$ cat src/dbg_pkg.sv
////////////////////////////////////////
// Debug packet engine shared types
// Opcodes, parser states, byte beats and bus bundles
////////////////////////////////////////
package dbg_pkg;

  // Shared widths
  localparam int ADDR_W = 16;  // CPU and PPU address
  localparam int BYTE_W = 8;   // Packet and bus data
  localparam int CNT_W  = 16;  // Burst and echo length

  // Error code bit set by an unknown opcode
  localparam int ERR_UNKNOWN_OP = 1;

  ////////////////////////////////////////
  // Enums
  ////////////////////////////////////////

  // Packet opcodes, 0x05 and 0x06 decode as unknown
  typedef enum logic [7:0] {
    ECHO           = 8'h00,
    CPU_MEM_RD     = 8'h01,
    CPU_MEM_WR     = 8'h02,
    DBG_BRK        = 8'h03,
    DBG_RUN        = 8'h04,
    QUERY_DBG_BRK  = 8'h07,
    QUERY_ERR_CODE = 8'h08,
    PPU_MEM_RD     = 8'h09,
    PPU_MEM_WR     = 8'h0A
  } dbg_op_e;

  typedef enum logic [2:0] {
    S_DISABLED,    // CPU runs, only break and break query honored
    S_DECODE,      // Waiting for an opcode
    S_HEADER,      // Collecting address and count bytes
    S_ECHO_DATA,   // Returning echo payload
    S_WR_DATA,     // Forwarding write payload to the engine
    S_WAIT_BURST,  // Engine owns the reply path
    S_ERR_REPLY    // Sending the error code
  } parse_state_e;

  typedef enum logic {
    TGT_CPU = 1'b0,
    TGT_PPU = 1'b1
  } mem_target_e;

  ////////////////////////////////////////
  // Bundles
  ////////////////////////////////////////

  // One byte moving through the design
  typedef struct packed {
    logic              valid;
    logic [BYTE_W-1:0] data;
  } byte_beat_t;

  // Burst request from parser to engine
  typedef struct packed {
    logic              start;   // One-cycle pulse
    mem_target_e       target;
    logic              write;   // Low for a read burst
    logic [ADDR_W-1:0] addr;    // First address
    logic [CNT_W-1:0]  count;   // Number of bytes, never zero on start
  } mem_cmd_t;

  typedef struct packed {
    logic [ADDR_W-1:0] addr;
    logic [BYTE_W-1:0] dout;
    logic              r_nw;   // Low only on a write strobe
  } cpu_bus_t;

  typedef struct packed {
    logic [ADDR_W-1:0] addr;
    logic [BYTE_W-1:0] dout;
    logic              wr;     // Write enable
  } ppu_bus_t;

endpackage

$ cat src/dbg_rx_buffer.sv
////////////////////////////////////////
// Receive FIFO for host packet bytes
// Returns one rx credit per popped byte
////////////////////////////////////////
`timescale 1ns/10ps

module dbg_rx_buffer
  import dbg_pkg::*;
#(
  parameter int RX_DEPTH = 4
)
(
  input  logic       clk,
  input  logic       rst,
  input  byte_beat_t rx,
  input  logic       pop,
  output byte_beat_t head,
  output logic       rx_credit
);

  localparam int PTR_W = (RX_DEPTH > 1) ? $clog2(RX_DEPTH) : 1;
  localparam int OCC_W = $clog2(RX_DEPTH + 1);

  logic [BYTE_W-1:0] fifo_mem [RX_DEPTH];
  logic [PTR_W-1:0]  wr_ptr_q;
  logic [PTR_W-1:0]  rd_ptr_q;
  logic [OCC_W-1:0]  occ_q;     // Bytes currently held
  logic              push;
  logic              do_pop;

  // Circular increment, depth need not be a power of two
  function automatic logic [PTR_W-1:0] ptr_inc(input logic [PTR_W-1:0] ptr);
    return (ptr == PTR_W'(RX_DEPTH - 1)) ? '0 : ptr + 1'b1;
  endfunction

  assign push   = rx.valid && (occ_q != OCC_W'(RX_DEPTH));  // Full FIFO drops, credits prevent it
  assign do_pop = pop && head.valid;

  // Head is read straight from storage
  assign head.valid = (occ_q != '0);
  assign head.data  = fifo_mem[rd_ptr_q];

  always_ff @(posedge clk)
  begin
    if (rst)
    begin
      wr_ptr_q  <= '0;
      rd_ptr_q  <= '0;
      occ_q     <= '0;
      rx_credit <= 1'b0;
    end
    else
    begin
      if (push)
        wr_ptr_q <= ptr_inc(wr_ptr_q);
      if (do_pop)
        rd_ptr_q <= ptr_inc(rd_ptr_q);
      occ_q     <= occ_q + OCC_W'(push) - OCC_W'(do_pop);
      rx_credit <= do_pop;  // Credit goes back the cycle after the pop
    end
  end

  // Storage
  always_ff @(posedge clk)
  begin
    if (push)
      fifo_mem[wr_ptr_q] <= rx.data;
  end

endmodule

$ cat src/dbg_cmd_parser.sv
////////////////////////////////////////
// Debug packet parser
// Decodes opcodes and headers, owns break state and error code
////////////////////////////////////////
`timescale 1ns/10ps

module dbg_cmd_parser
  import dbg_pkg::*;
(
  input  logic       clk,
  input  logic       rst,
  input  byte_beat_t head,
  input  logic       brk,
  input  logic       busy,
  input  logic       tx_ready,
  output logic       pop,
  output mem_cmd_t   mem_cmd,
  output byte_beat_t wr_beat,
  output byte_beat_t parse_reply,
  output logic       cpu_ready
);

  parse_state_e      state_q, state_d;
  dbg_op_e           op_q, op_d;           // Opcode of the packet in progress
  dbg_op_e           op_in;
  logic [1:0]        hdr_idx_q, hdr_idx_d; // 0/1 address bytes, 2/3 count bytes
  logic [ADDR_W-1:0] addr_q, addr_d;
  logic [CNT_W-1:0]  cnt_q, cnt_d;         // Remaining payload bytes
  logic [BYTE_W-1:0] err_code_q, err_code_d;
  logic [CNT_W-1:0]  hdr_cnt;              // Full count as the high byte arrives

  assign op_in     = dbg_op_e'(head.data);
  assign hdr_cnt   = {head.data, cnt_q[BYTE_W-1:0]};
  assign cpu_ready = (state_q == S_DISABLED);

  always_ff @(posedge clk)
  begin
    if (rst)
    begin
      state_q    <= S_DISABLED;
      hdr_idx_q  <= '0;
      err_code_q <= '0;
    end
    else
    begin
      state_q    <= state_d;
      hdr_idx_q  <= hdr_idx_d;
      err_code_q <= err_code_d;
    end
    op_q   <= op_d;
    addr_q <= addr_d;
    cnt_q  <= cnt_d;
  end

  always_comb
  begin
    state_d    = state_q;
    op_d       = op_q;
    hdr_idx_d  = hdr_idx_q;
    addr_d     = addr_q;
    cnt_d      = cnt_q;
    err_code_d = err_code_q;

    pop         = 1'b0;
    wr_beat     = '{valid: 1'b0, data: head.data};  // Write data is the head byte itself
    parse_reply = '{valid: 1'b0, data: head.data};

    // Burst fields track the latched opcode, start pulses below
    mem_cmd.start  = 1'b0;
    mem_cmd.target = (op_q == PPU_MEM_RD || op_q == PPU_MEM_WR) ? TGT_PPU : TGT_CPU;
    mem_cmd.write  = (op_q == CPU_MEM_WR || op_q == PPU_MEM_WR);
    mem_cmd.addr   = addr_q;
    mem_cmd.count  = hdr_cnt;

    case (state_q)
      S_DISABLED:
      begin
        if (brk)
          state_d = S_DECODE;                        // CPU-initiated break wins
        else if (head.valid)
        begin
          if (op_in == QUERY_DBG_BRK)
          begin
            if (tx_ready)
            begin
              pop         = 1'b1;
              parse_reply = '{valid: 1'b1, data: 8'h00};  // Not in a break
            end
          end
          else
          begin
            pop = 1'b1;                              // Anything else is discarded
            if (op_in == DBG_BRK)
              state_d = S_DECODE;
          end
        end
      end

      S_DECODE:
      begin
        if (head.valid)
        begin
          pop = (op_in != QUERY_DBG_BRK) || tx_ready;  // Query waits for a credit
          if (pop)
          begin
            case (op_in)
              ECHO:
              begin
                op_d      = op_in;
                hdr_idx_d = 2'd2;                    // No address field
                state_d   = S_HEADER;
              end
              CPU_MEM_RD, CPU_MEM_WR, PPU_MEM_RD, PPU_MEM_WR:
              begin
                op_d      = op_in;
                hdr_idx_d = 2'd0;
                state_d   = S_HEADER;
              end
              DBG_BRK:        state_d = S_DECODE;    // Already in a break
              DBG_RUN:        state_d = S_DISABLED;
              QUERY_DBG_BRK:  parse_reply = '{valid: 1'b1, data: 8'h01};
              QUERY_ERR_CODE: state_d = S_ERR_REPLY;
              default:        err_code_d[ERR_UNKNOWN_OP] = 1'b1;  // Sticky
            endcase
          end
        end
      end

      S_HEADER:
      begin
        if (head.valid)
        begin
          pop       = 1'b1;
          hdr_idx_d = hdr_idx_q + 2'd1;
          case (hdr_idx_q)
            2'd0: addr_d[BYTE_W-1:0]      = head.data;
            2'd1: addr_d[ADDR_W-1:BYTE_W] = head.data;
            2'd2: cnt_d[BYTE_W-1:0]       = head.data;
            default:
            begin
              cnt_d = hdr_cnt;
              if (hdr_cnt == '0)
                state_d = S_DECODE;                  // Empty packet, nothing to do
              else if (op_q == ECHO)
                state_d = S_ECHO_DATA;
              else
              begin
                mem_cmd.start = 1'b1;
                state_d       = mem_cmd.write ? S_WR_DATA : S_WAIT_BURST;
              end
            end
          endcase
        end
      end

      S_ECHO_DATA:
      begin
        if (head.valid && tx_ready)
        begin
          pop         = 1'b1;
          parse_reply = '{valid: 1'b1, data: head.data};
          cnt_d       = cnt_q - 1'b1;
          if (cnt_q == CNT_W'(1))
            state_d = S_DECODE;
        end
      end

      S_WR_DATA:
      begin
        if (head.valid)
        begin
          pop           = 1'b1;
          wr_beat.valid = 1'b1;
          cnt_d         = cnt_q - 1'b1;
          if (cnt_q == CNT_W'(1))
            state_d = S_WAIT_BURST;                  // Last strobe still pending
        end
      end

      S_WAIT_BURST:
      begin
        if (!busy)
          state_d = S_DECODE;
      end

      S_ERR_REPLY:
      begin
        parse_reply = '{valid: 1'b1, data: err_code_q};  // Held until a credit shows up
        if (tx_ready)
          state_d = S_DECODE;
      end

      default: state_d = S_DISABLED;
    endcase
  end

endmodule

$ cat src/dbg_mem_engine.sv
////////////////////////////////////////
// Burst engine for the CPU and PPU buses
// Steps the address and paces read returns
////////////////////////////////////////
`timescale 1ns/10ps

module dbg_mem_engine
  import dbg_pkg::*;
(
  input  logic              clk,
  input  logic              rst,
  input  mem_cmd_t          mem_cmd,
  input  byte_beat_t        wr_beat,
  input  logic              tx_ready,
  input  logic [BYTE_W-1:0] cpu_din,
  input  logic [BYTE_W-1:0] ppu_din,
  output logic              busy,
  output byte_beat_t        mem_reply,
  output cpu_bus_t          cpu_bus,
  output ppu_bus_t          ppu_bus
);

  mem_target_e       target_q;
  logic              write_q;
  logic              settle_q;   // Address held one cycle before data is valid
  logic              strobe_q;   // Write strobe, one per forwarded byte
  logic [ADDR_W-1:0] addr_q;
  logic [CNT_W-1:0]  cnt_q;
  logic [BYTE_W-1:0] rd_data_q;
  logic [BYTE_W-1:0] wr_data_q;

  ////////////////////////////////////////
  // Burst control
  ////////////////////////////////////////
  always_ff @(posedge clk)
  begin
    if (rst)
    begin
      busy     <= 1'b0;
      write_q  <= 1'b0;
      target_q <= TGT_CPU;
      settle_q <= 1'b0;
      strobe_q <= 1'b0;
      addr_q   <= '0;
    end
    else
    begin
      strobe_q <= busy && write_q && wr_beat.valid;
      if (mem_cmd.start)
      begin
        busy     <= 1'b1;
        write_q  <= mem_cmd.write;
        target_q <= mem_cmd.target;
        addr_q   <= mem_cmd.addr;
        settle_q <= 1'b1;                        // First read address settles
      end
      else if (busy && !write_q)
      begin
        if (settle_q)
          settle_q <= 1'b0;
        else if (tx_ready)                       // Byte taken, next address
        begin
          addr_q   <= addr_q + 1'b1;
          settle_q <= 1'b1;
          if (cnt_q == CNT_W'(1))
            busy <= 1'b0;
        end
      end
      else if (busy && strobe_q)
      begin
        addr_q <= addr_q + 1'b1;                 // Step after each write strobe
        if (cnt_q == CNT_W'(1))
          busy <= 1'b0;
      end
    end
  end

  // Count, read sample and write data
  always_ff @(posedge clk)
  begin
    if (mem_cmd.start)
      cnt_q <= mem_cmd.count;
    else if (busy && ((!write_q && !settle_q && tx_ready) || (write_q && strobe_q)))
      cnt_q <= cnt_q - 1'b1;
    if (settle_q)
      rd_data_q <= (target_q == TGT_PPU) ? ppu_din : cpu_din;  // Sampled after settle
    if (wr_beat.valid)
      wr_data_q <= wr_beat.data;
  end

  ////////////////////////////////////////
  // Outputs
  ////////////////////////////////////////
  assign mem_reply.valid = busy && !write_q && !settle_q;  // Held under back-pressure
  assign mem_reply.data  = rd_data_q;

  // Both buses always see the same address
  assign cpu_bus.addr = addr_q;
  assign cpu_bus.dout = wr_data_q;
  assign cpu_bus.r_nw = !(strobe_q && target_q == TGT_CPU);
  assign ppu_bus.addr = addr_q;
  assign ppu_bus.dout = wr_data_q;
  assign ppu_bus.wr   = strobe_q && (target_q == TGT_PPU);

endmodule

$ cat src/dbg_tx_merge.sv
////////////////////////////////////////
// Reply merger with tx credit counter
// Registers one reply byte per credit onto tx
////////////////////////////////////////
`timescale 1ns/10ps

module dbg_tx_merge
  import dbg_pkg::*;
#(
  parameter int TX_CREDITS = 2
)
(
  input  logic       clk,
  input  logic       rst,
  input  byte_beat_t parse_reply,
  input  byte_beat_t mem_reply,
  input  logic       tx_credit,
  output byte_beat_t tx,
  output logic       tx_ready
);

  localparam int CRED_W = $clog2(TX_CREDITS + 1) + 1;  // Headroom for early returns

  logic [CRED_W-1:0] credits_q;
  byte_beat_t        pick;
  logic              send;

  // Parser first; the two never overlap in practice
  assign pick     = parse_reply.valid ? parse_reply : mem_reply;
  assign tx_ready = (credits_q != '0);
  assign send     = tx_ready && pick.valid;  // Source sees the same condition

  always_ff @(posedge clk)
  begin
    if (rst)
    begin
      credits_q <= CRED_W'(TX_CREDITS);
      tx.valid  <= 1'b0;
    end
    else
    begin
      credits_q <= credits_q + CRED_W'(tx_credit) - CRED_W'(send);
      tx.valid  <= send;                     // Valid for exactly one cycle
    end
  end

  // Output data register
  always_ff @(posedge clk)
  begin
    if (send)
      tx.data <= pick.data;
  end

endmodule

$ cat src/dbg_top.sv
////////////////////////////////////////
// Debug packet engine top level
////////////////////////////////////////
`timescale 1ns/10ps

module dbg_top
  import dbg_pkg::*;
#(
  parameter int RX_DEPTH   = 4,
  parameter int TX_CREDITS = 2
)
(
  input  logic              clk,
  input  logic              rst,
  input  byte_beat_t        rx,
  input  logic              tx_credit,
  input  logic              brk,
  input  logic [BYTE_W-1:0] cpu_din,
  input  logic [BYTE_W-1:0] ppu_din,
  output logic              rx_credit,
  output byte_beat_t        tx,
  output cpu_bus_t          cpu_bus,
  output ppu_bus_t          ppu_bus,
  output logic              cpu_ready
);

  byte_beat_t head;         // FIFO head to parser
  byte_beat_t wr_beat;      // Write payload to engine
  byte_beat_t parse_reply;
  byte_beat_t mem_reply;
  mem_cmd_t   mem_cmd;
  logic       pop;
  logic       busy;
  logic       tx_ready;

  dbg_rx_buffer #(.RX_DEPTH(RX_DEPTH)) rx_buffer_i (
    .clk       (clk),
    .rst       (rst),
    .rx        (rx),
    .pop       (pop),
    .head      (head),
    .rx_credit (rx_credit)
  );

  dbg_cmd_parser cmd_parser_i (
    .clk         (clk),
    .rst         (rst),
    .head        (head),
    .brk         (brk),
    .busy        (busy),
    .tx_ready    (tx_ready),
    .pop         (pop),
    .mem_cmd     (mem_cmd),
    .wr_beat     (wr_beat),
    .parse_reply (parse_reply),
    .cpu_ready   (cpu_ready)
  );

  dbg_mem_engine mem_engine_i (
    .clk       (clk),
    .rst       (rst),
    .mem_cmd   (mem_cmd),
    .wr_beat   (wr_beat),
    .tx_ready  (tx_ready),
    .cpu_din   (cpu_din),
    .ppu_din   (ppu_din),
    .busy      (busy),
    .mem_reply (mem_reply),
    .cpu_bus   (cpu_bus),
    .ppu_bus   (ppu_bus)
  );

  dbg_tx_merge #(.TX_CREDITS(TX_CREDITS)) tx_merge_i (
    .clk         (clk),
    .rst         (rst),
    .parse_reply (parse_reply),
    .mem_reply   (mem_reply),
    .tx_credit   (tx_credit),
    .tx          (tx),
    .tx_ready    (tx_ready)
  );

endmodule

$ cat config.mk
export PLATFORM = sky130hd
export DESIGN_NAME = dbg_top
export DESIGN_NICKNAME = d
export VERILOG_FILES = /design/src/dbg_pkg.sv /design/src/dbg_rx_buffer.sv /design/src/dbg_cmd_parser.sv /design/src/dbg_mem_engine.sv /design/src/dbg_tx_merge.sv /design/src/dbg_top.sv
export SDC_FILE = /design/constraint.sdc
export NUM_CORES = 1
export LEC_CHECK = 0
export BUFFER_PORTS_ARGS = -buffer_cell sky130_fd_sc_hd__buf_2
export CORE_MARGIN = 2
export CORE_UTILIZATION = 50
export CTS_CLUSTER_SIZE = 28
export DETAILED_ROUTE_END_ITERATION = 8
export PLACE_DENSITY = 0.7
export SYNTH_ARGS = -nofsm -noshare
export SYNTH_HDL_FRONTEND = slang
export SYNTH_SLANG_ARGS = --single-unit
$ cat constraint.sdc
create_clock -name clk -period 7 [get_ports clk]
set_input_delay 0 -clock clk [delete_from_list [all_inputs] [get_ports clk]]
set_output_delay 0 -clock clk [all_outputs]
set_load 0.01 [all_outputs]
# Yosys cells after proc, flatten, opt, wreduce, memory -nomap -nowiden

Memory sizes are Yosys's and may differ from the RTL's. A register that Yosys moved wholly into a read port is not among the register bits.
Cells that the tools add are included.

Register bits: 119
Bits in latches: 0
Bits in writable memories: 32
ROM bits: 0
Input port bits: 29
Output and inout port bits: 61
Memories: 1

Add/subtract/negate cells: 10
$mul: 0
Divide/modulo/power cells: 0
Magnitude comparators: 0
Equal/unequal tests: 43
Shift-type cells: 0
Muxes and demuxes: 78
Bitwise logic cells: 2
Reductions and logical operators: 48

Memory list:

| name                 | depth | bits a word | read ports | clocked after memory_dff | wr ports | RTL line            | RTL |
|---|---|---|---|---|---|---|---|
| rx_buffer_i.fifo_mem | 4     | 8           | 1          | 1                        | 1        | dbg_rx_buffer.sv:24 | `logic [BYTE_W-1:0] fifo_mem [RX_DEPTH];` |

Operators with widths:

| operator                                                              | number |
|---|---|
| 16-bit two-way mux                                                    | 10 |
| 9-bit two-way mux                                                     | 9 |
| 3-bit two-way mux                                                     | 16 |
| 16-bit one-hot mux with 3 select lines                                | 1 |
| 8-bit by 4-bit == test with 1-bit output (second input constant)      | 5 |
| 9-bit one-hot mux with 4 select lines                                 | 1 |
| 16-bit by 1-bit == test with 1-bit output (second input constant)     | 2 |
| 16-bit by 1-bit subtractor with 16-bit output (second input constant) | 2 |
| 1-bit two-way mux                                                     | 26 |
| 8-bit by 2-bit == test with 1-bit output (second input constant)      | 3 |
| 8-bit two-way mux                                                     | 3 |
| 3-bit one-hot mux with 7 select lines                                 | 1 |
| 2-bit by 1-bit != test with 1-bit output (second input constant)      | 9 |
| 16-bit by 1-bit adder with 16-bit output (second input constant)      | 1 |
| 8-bit by 3-bit == test with 1-bit output (second input constant)      | 2 |
| 16-bit zero test                                                      | 1 |
| 8-bit zero test                                                       | 2 |
| 1-bit logical AND                                                     | 15 |
| 5-bit AND reduction                                                   | 3 |
| 2-bit two-way mux                                                     | 7 |
| 14-bit AND reduction                                                  | 1 |
| 3-bit != test (second input constant)                                 | 4 |
| 3-bit one-hot mux with 4 select lines                                 | 1 |
| 3-bit nonzero test                                                    | 4 |
| other kinds (29)                                                      | 52 |

# Logic depth before layout (Yosys ltp)

Gate-level depths: netlist of the first run.

Depth in word-level cells: 9
Mapped depth: 16
Mapped depth without buffers: 13

# By module

Synthesis of the first run repeated with hierarchy kept, for this count alone.

Cell total of the unflattened synthesis: 684
Area, all modules: 7,825.0 µm²

Modules (own cells, without submodules):

| module         | instances | cells each | area each (µm²) | seq. area each (µm²) |
|---|---|---|---|---|
| dbg_mem_engine | 1         | 280        | 2,869.0         | 1,381.3 |
| dbg_cmd_parser | 1         | 277        | 2,751.4         | 1,321.3 |
| dbg_rx_buffer  | 1         | 93         | 1,669.1         | 1,161.1 |
| dbg_tx_merge   | 1         | 34         | 535.5           | 320.3 |

# Worst setup path after synthesis of the first run

OpenSTA, ideal clock, no wires.

Kind: register to register
From: register (tool-made name)
To: register tx_merge_i.credits_q[2]
Data arrival time: 4.012 ns
Required time: 6.872 ns
Slack: 2.861 ns
Cell stages (with the launch flop): 17
Clock period less this slack: 4.139 ns
Cells stage by stage: dfxtp_1 > buf_6 > mux4_2 > or4_4 > buf_6 > nor4b_1 > nor3_1 > clkbuf_1 > o21a_1 > nor2_1 > ha_1 > inv_1 > ha_1 > fa_1 > xnor2_1 > xnor2_1 > nor2_1

RTL lines:

| item                 | RTL line           | RTL |
|---|---|---|
| to (signal assigned) | dbg_tx_merge.sv:37 | `credits_q <= CRED_W'(TX_CREDITS);` |
| to (signal assigned) | dbg_tx_merge.sv:42 | `credits_q <= credits_q + CRED_W'(tx_credit) - CRED_W'(send);` |
| to (decl)            | dbg_tx_merge.sv:24 | `logic [CRED_W-1:0] credits_q;` |

==> results of run 1 <==
==> through the flow <==
stage          total power [W]  setup WS (ns)  hold slack [ns]  cells
6_report              0.002603          2.346          0.08061    917
5_1_grt               0.002726          2.029           0.1030    917
4_1_cts               0.002619          2.326          0.06248    917
3_5_place_dp          0.001707          2.374           0.2142    860
3_3_place_gp          0.001679          2.523           0.2106    860
2_1_floorplan         0.001555          2.861          0.09887    638
==> state kept, by name, indices dropped and copies added, names as in the netlist, named ones only <==
name / count
mem_engine_i.cnt_q: 16
cmd_parser_i.state_q: 3
mem_engine_i.write_q: 1
mem_engine_i.target_q: 1
cmd_parser_i.cnt_q: 16
cmd_parser_i.hdr_idx_q: 2
mem_engine_i.rd_data_q: 8
rx_buffer_i.rd_ptr_q: 2
mem_engine_i.strobe_q: 1
mem_engine_i.settle_q: 1
rx_buffer_i.rx_credit: 1
mem_engine_i.busy: 1
rx_buffer_i.fifo_mem: 32
rx_buffer_i.wr_ptr_q: 2
cmd_parser_i.addr_q: 16
cmd_parser_i.err_code_q: 1
mem_engine_i.wr_data_q: 8
rx_buffer_i.occ_q: 3
mem_engine_i.addr_q: 16
tx_merge_i.credits_q: 3
cmd_parser_i.op_q: 8
tx_merge_i.tx: 9
==> power breakdown <==
| part | total, W | switching, W | leakage (nW) | internal (W) |
|---|---|---|---|---|
| Combinational | 0.000546 | 0.000334 | 1.45 | 0.000212 |
| Clock | 0.000903 | 0.000347 | 0.270 | 0.000556 |
| Sequential | 0.00115 | 0.0000678 | 1.35 | 0.00109 |
==> cells in the final DEF, fill, tap and decap left out, types with 5 or more instances in the layout <==
cell	Yosys	final
a211oi_1	15	15
a21oi_1	45	45
a22o_1	6	6
a31oi_1	6	6
and2_1	9	9
buf_2	8	89
clkbuf_16	0	17
clkinvlp_4	0	5
dfxtp_1	41	41
dlygate4sd3_1	0	25
edfxtp_1	112	112
ha_1	19	19
inv_1	20	20
mux2_2	10	10
mux2i_1	5	5
mux4_2	5	5
nand2_1	30	30
nand2b_1	5	5
nand3_1	12	12
nand4_1	7	7
nor2_1	82	82
nor2b_1	9	9
nor3_1	22	22
nor4_1	8	8
o21ai_0	8	8
o31ai_1	5	5
or3_1	7	7
or4_1	10	9
xnor2_1	28	28
xor2_1	18	18
==> logic make-up after synthesis <==
group / count (synthesis)
compound gates: 100
buf+inv: 75
fa+ha+maj: 21
simple gates: 220
xor+xnor: 46
mux: 23
flops: 153
==> layer usage <==
metal / track usage, % / up-vias
met5: 0 / -
met4: 5.621 / 0
met3: 5.306 / 19
met2: 33.15 / 167
met1: 25.90 / 2428
li1: - / 2462
==> critical path, delay by kind of cell (launching register included) <==
kind / cells / cell delay (ns)
fa+ha+maj: 3 / 0.83
xor+xnor: 2 / 0.34
mux: 1 / 0.70
simple gates: 5 / 1.67
buf+inv: 2 / 0.22
compound gates: 1 / 0.12
flops: 1 / 0.62
==> final cells by class <==
cell class	instances	area, um^2
Clock buffer	19	432.9
Clock inverter	13	153.9
Fill cell	1150	5898
Inverter	20	75.07
Multi-Input combinational cell	410	2779
Sequential cell	153	4184
Tap cell	184	230.2
Timing Repair Buffer	118	725.7
==> final timing paths <==
| kind | cells after the start | end | slack (ns) | from |
|---|---|---|---|---|
| min reg2reg | 2 | cmd_parser_i.err_code_q[1] | 0.50 | cmd_parser_i.err_code_q[1] |
| max reg2reg | 14 | tx_merge_i.credits_q[2] | 2.35 | flop |
| max | 14 | tx_merge_i.credits_q[2] | 2.35 | flop |
| min | 4 | cmd_parser_i.state_q[1] | 0.08 | brk |
==> parameters.txt, run 1 <==
Parameter                              Value

Synth
  Most used DFF post-synth ... edfxtp_1
  Adder and majority cell fraction of the synthesized area ... 3.777%
  Xor-xnor portion of the synthesized cell area ... under 10%
  Cell taking the most area after synthesis ... edfxtp_1
  Seq/Total Area, Yosys ... 56.89%
  Fraction of the mapped netlist area in simple logic gates ... between 15 and 20%
  Post-synth EDFFs ... 112
  Top cells by instance count after synthesis ... edfxtp_1, nor2_1, a21oi_1
  Asr flop ratio synth ... 0%
  Top cells by area, synth ... edfxtp_1, dfxtp_1, nor2_1
  Synth Instances ... 638
  Mean instance size in the synthesized netlist ... 11.53 um^2
  Multiplexer fraction of the synthesized cell area ... 4.815%
  Number of distinct library cell variants in the gate-level netlist after synthesis ... 54
  Synth Register Bits ... 153
  Post-synth net total ... 688
  Dominant combinational cell family by area after synthesis ... simple AND/OR/NAND/NOR gates
  Post-synth top area share ... 45.73%
  Compound-gate portion of the synthesized area ... 8.574%
  Synth Warn # ... 0
  Most repeated cell in the gate-level netlist after synthesis ... edfxtp_1
  Combined area of all synthesized cells ... 0.007355 mm^2

STA
  Unrepaired setup endpoints after global routing ... false
  Accumulated negative setup slack ... 0 ns
  Time the worst path needs with I/O delays and setup ... 4.655 ns
  Worst setup skew after layout ... 0.007159 ns
  Final setup fails ... 0
  Final Max Tran Viols ... 0
  Fin crit share ... around 66%
  Number of hold violations in the final report ... 0
  Maximum clock rate ... 214.8 MHz
  Worst Max-Slew Pin Slew ... between 0.9 and 1 ns
  Slew Limit Headroom ... 38.57%

Finish
  Area growth, synth to finish ... 16.67%
  Final antenna diode count ... 0
  Net count, final ... 770
  Core utilization of the finished layout ... 59.26%
  Fraction of final layout cells with drive strength greater than 1 ... 20.33%
  Final design area excluding fillers ... 0.008581 mm^2

Die
  Standard-cell rows ... 44
  Die area ... 0.01570 mm^2
  Placeable core region ... 0.01448 mm^2
  Starting utilization of the core area ... about half
  Ports placed on the boundary ... 90
  Width of the die ... 125.3 um
  Vertical die dimension ... 125.3 um

Route
  TritonRoute pass-1 iters ... 5
  Post-DR vias/cell ... 5.535
  Initial detailed-routing violation count ... ~320
  Via count ... between 5,000 and 6,000
  Antenna viol nets, final ... 0
  Top routing layer used ... met4
  Detailed-routing wirelength on met1 ... between 6000 and 7000 um
  Routed WL ... 15,300 um
  Per-cell routed wire length ... 16.68 um
  Met2 wire length ... approximately 7400 um
  DRC viols ... 0
  Length of routed met3 wiring ... 792 um

Placement
  Buffers on Ports ... 89
  Cell Area, Placed ... 0.007744 mm^2
  Final weighted congestion in routability-driven placement ... 0.8412
  HPWL after detailed placement ... between 10,000 and 15,000 um

Power and ir drop
  Power per standard cell area ... 303.4 mW/mm^2
  Worst VDD drop ... 0.2549 mV
  Lkg Pwr ... 3.066 nW

Worst setup path
  Worst setup path category ... flop to flop
  CP Capture Type ... flop
  CP cell instances ... mux4_2, or4_4, nor4b_1, nor3_1, buf_4, o21a_1, nor2_1, ha_1, inv_1, ha_1, fa_1, xnor2_1, xnor2_1, nor2_1
  Critical path's slowest cell ... mux4_2
  Crit path arrival time ... 4.93 ns
  Launching element type of the critical path ... flop
  Critical-path maximum fanout ... 11
  Largest stage delay on the critical path ... roughly 0.70 ns
  Endpoint required time on the critical path ... 7.28 ns

Flow run
  Total of max-cap violations ... 0

Worst hold path
  Type of the most critical hold path ... input port to flop

Clocking
  Setup Buffers After CTS ... 0
  Clock slew at reported path FFs ... 0.06 ns
  Resized Gates After CTS ... 0
  Number of sinks driven by the clock tree ... 153
  CTS tree ... built
  H-tree levels ... 4
  TritonCTS buffer count ... 17
  Maximum clock path buffer count ... 2
  Clock latency on the worst-skew pair ... 0.42 ns
  Hold Buf Count CTS ... 25
  Clk root buf ... clkbuf_16

Global route
  Number of antenna violations at the first check in global routing ... 0
  Total congestion overflow after global routing ... 0
  GRT Overall Usage ... between 10% and 20%
  Number of global-route vias before repair ... 4,843
  Wire length of the first global-routing pass ... 24,450 um
  Largest net degree at the start of global routing ... 72

Status
  Run status ... complete, no violations
(Power assumes the default switching activity.)
==> run 2, diff against run 1 <==
clock period = 4.4 ns   (was 7 ns; I/O delays follow)
==> parameters.txt, run 2 (synthesis gave the netlist of run 1 again) <==
Parameter                              Value

Clocking
  TritonCTS buffer count ... 17 (unchanged)
  Number of sinks driven by the clock tree ... 153 (unchanged)
  Clk root buf ... clkbuf_16 (unchanged)
  Maximum clock path buffer count ... 2 (unchanged)
  Setup Buffers After CTS ... 0 (unchanged)
  CTS tree ... built (unchanged)
  H-tree levels ... 4 (unchanged)
  Clock latency on the worst-skew pair ... 0.42 ns (about the same)
  Clock slew at reported path FFs ... 0.06 ns (about the same)

Power and ir drop
  Final Power ... 0.004082 W (was 0.002603 W)
  Power per standard cell area ... 474.3 mW/mm^2 (was 303.4 mW/mm^2)
  Worst VDD drop ... 0.3022 mV (was 0.2549 mV)
  Lkg Pwr ... 3.098 nW (was 3.066 nW)

STA
  Worst Max-Slew Pin Slew ... 0.8928 ns (was 0.9215 ns)
  Maximum clock rate ... 251.7 MHz (was 214.8 MHz)
  Final setup fails ... 0 (unchanged)
  Unrepaired setup endpoints after global routing ... false (unchanged)
  Final Max Tran Viols ... 0 (unchanged)
  Post-route worst setup slack ... 0.4274 ns (was 2.346 ns)
  Accumulated negative setup slack ... 0 ns (unchanged)
  Worst slack on hold paths ... 0.09485 ns (was 0.08061 ns)
  Slew Limit Headroom ... 39.97% (was 38.57%)
  Fin crit share ... 90.29% (was 66.49%)
  Number of hold violations in the final report ... 0 (unchanged)
  Worst setup skew after layout ... 0.01065 ns (was 0.007159 ns)
  Time the worst path needs with I/O delays and setup ... 3.973 ns (was 4.655 ns)

Global route
  Wire length of the first global-routing pass ... 24,740 um (was 24,450 um)
  GRT Overall Usage ... 20.00% (was 19.91%)
  Number of antenna violations at the first check in global routing ... 0 (unchanged)
  Number of global-route vias before repair ... 4,975 (was 4,843)
  Largest net degree at the start of global routing ... 45 (was 72)
  Total congestion overflow after global routing ... 0 (unchanged)

Finish
  Fill cell total of the finished layout ... 1,170 (was 1,150)
  Non-filler cells in the finished layout ... 925 (was 917)
  Net count, final ... 778 (was 770)
  Fraction of final layout cells with drive strength greater than 1 ... 21.32% (was 20.33%)
  Largest Register ... rx_buffer_i.fifo_mem (unchanged)
  Leading cell types in the layout, fill and taps excluded ... edfxtp_1, buf_2, nor2_1 (unchanged)
  Flip-flop count of the largest register, all copies and words added ... 32 (unchanged)
  Most frequent standard cell in the layout excluding fill and tap cells ... edfxtp_1 (unchanged)
  Area growth, synth to finish ... 17.01% (was 16.67%)
  Final antenna diode count ... 0 (unchanged)

Worst setup path
  Endpoint required time on the critical path ... 4.68 ns (was 7.28 ns)
  Launching element type of the critical path ... flop (unchanged)
  CP Capture Type ... flop (unchanged)
  Top Family by Delay on Critical Path ... simple AND/OR/NAND/NOR gates (unchanged)
  CP cell instances ... mux4_2, or4_4, nor4b_1, nor3_1, o21a_1, nor2_1, ha_1, inv_1, ha_1, fa_1, xnor2_1, xnor2_1, nor2_1 (was mux4_2, or4_4, nor4b_1, nor3_1, buf_4, o21a_1, nor2_1, ha_1, inv_1, ha_1, fa_1, xnor2_1, xnor2_1, nor2_1)
  Crit path arrival time ... 4.25 ns (was 4.93 ns)
  Worst setup path category ... flop to flop (unchanged)
  Number of logic stages on the critical path including buffering ... 13 (was 14)
  Worst path bufs/invs ... 1 (was 2)
  Worst Reg2Reg Path Length in Cells ... 13 (was 14)
  Critical-path maximum fanout ... 9 (was 11)
  Largest stage delay on the critical path ... 0.68 ns (was 0.70 ns)
  Critical path's slowest cell ... mux4_2 (unchanged)

Placement
  Number of instances in the placed design ... 868 (was 860)
  Final weighted congestion in routability-driven placement ... 0.8976 (was 0.8412)
  HPWL after detailed placement ... 10,440 um (was 10,400 um)
  Buffers on Ports ... 89 (unchanged)
  Post-placement worst setup slack ... 0.3729 ns (was 2.374 ns)

Die
  Starting utilization of the core area ... 50.80% (unchanged)
  Die area ... 0.01570 mm^2 (unchanged)
  Width of the die ... 125.3 um (unchanged)
  Ports placed on the boundary ... 90 (unchanged)
  Placeable core region ... 0.01448 mm^2 (unchanged)
  Vertical die dimension ... 125.3 um (unchanged)
  Standard-cell rows ... 44 (unchanged)

Route
  Per-cell routed wire length ... 16.54 um (was 16.68 um)
  Routed WL ... 15,300 um (about the same)
  Post-DR vias/cell ... 5.531 (was 5.535)
  TritonRoute pass-1 iters ... 5 (unchanged)
  Via count ... 5,116 (was 5,076)
  Initial detailed-routing violation count ... 428 (was 317)
  Antenna viol nets, final ... 0 (unchanged)
  DRC viols ... 0 (unchanged)

Status
  Run status ... complete, no violations (unchanged)

Worst hold path
  WHS Path Cells ... 4 (unchanged)
  Type of the most critical hold path ... input port to flop (unchanged)

Flow run
  Total of max-cap violations ... 0 (unchanged)
[run 2: changes by cell type in the layout (fill, tap and decap cells not counted)]
cell / delta
buf_4: +7
clkinv_2: +3
bufinv_16: -2
buf_12: +1
clkinv_1: -1
clkinv_4: +1
clkinvlp_4: -1
[run 2: final cells by class]
cell class | instances | area (um^2) | area share [%]
clock inverter | 13 | 106.4 | 1.236
inverter | 20 | 75.07 | 0.8723
clock buffer | 19 | 432.9 | 5.031
multi-input combinational | 410 | 2779 | 32.29
tap | 184 | 230.2 | 2.675
sequential | 153 | 4184 | 48.62
timing repair buffer | 126 | 798.3 | 9.276
[run 2: metal layers]
layer,vias to the layer above,GRT usage [%],share of wire [%]
met5,-,0,0
met4,0,9.150,2.5
met3,34,4.279,5.5
met2,160,32.26,47
met1,2443,26.07,45
li1,2479,-,-
[run 2: what timing repair did]
item / in CTS / in global routing
hold buffers: 25 / 0
resized for setup: 0 / 0
hold endpoints to repair: 41 / 0
[run 2: power by group]
part           leakage, nW  total, W  switching, W  internal [W]
clock network        0.256   0.00132      0.000555      0.000770
registers             1.35   0.00184      0.000108       0.00173
logic                 1.50  0.000922      0.000557      0.000365
total                 3.10   0.00408       0.00122       0.00286
[run 2: worst paths after layout]
kind / end / slack (ns) / startpoint
max: tx_merge_i.credits_q[2] / 0.43 / flop
min reg2reg: cmd_parser_i.err_code_q[1] / 0.48 / cmd_parser_i.err_code_q[1]
max reg2reg: tx_merge_i.credits_q[2] / 0.43 / flop
min: cmd_parser_i.state_q[1] / 0.09 / brk
[run 2: tightest hold or removal path: cells and delay by family]
kind / cells / cell delay, ns
AOI/OAI and AO/OA: 1 / 0.14
muxes: 1 / 0.12
buffers and inverters: 2 / 0.20
[run 2: per-stage QoR]
stage	instance area [um^2]	util, %
2_1_floorplan	7355	-
5_1_grt	8606	59.44
3_3_place_gp	7816	53.98
6_report	8606	59.44
4_1_cts	8606	59.44
3_5_place_dp	7816	53.98
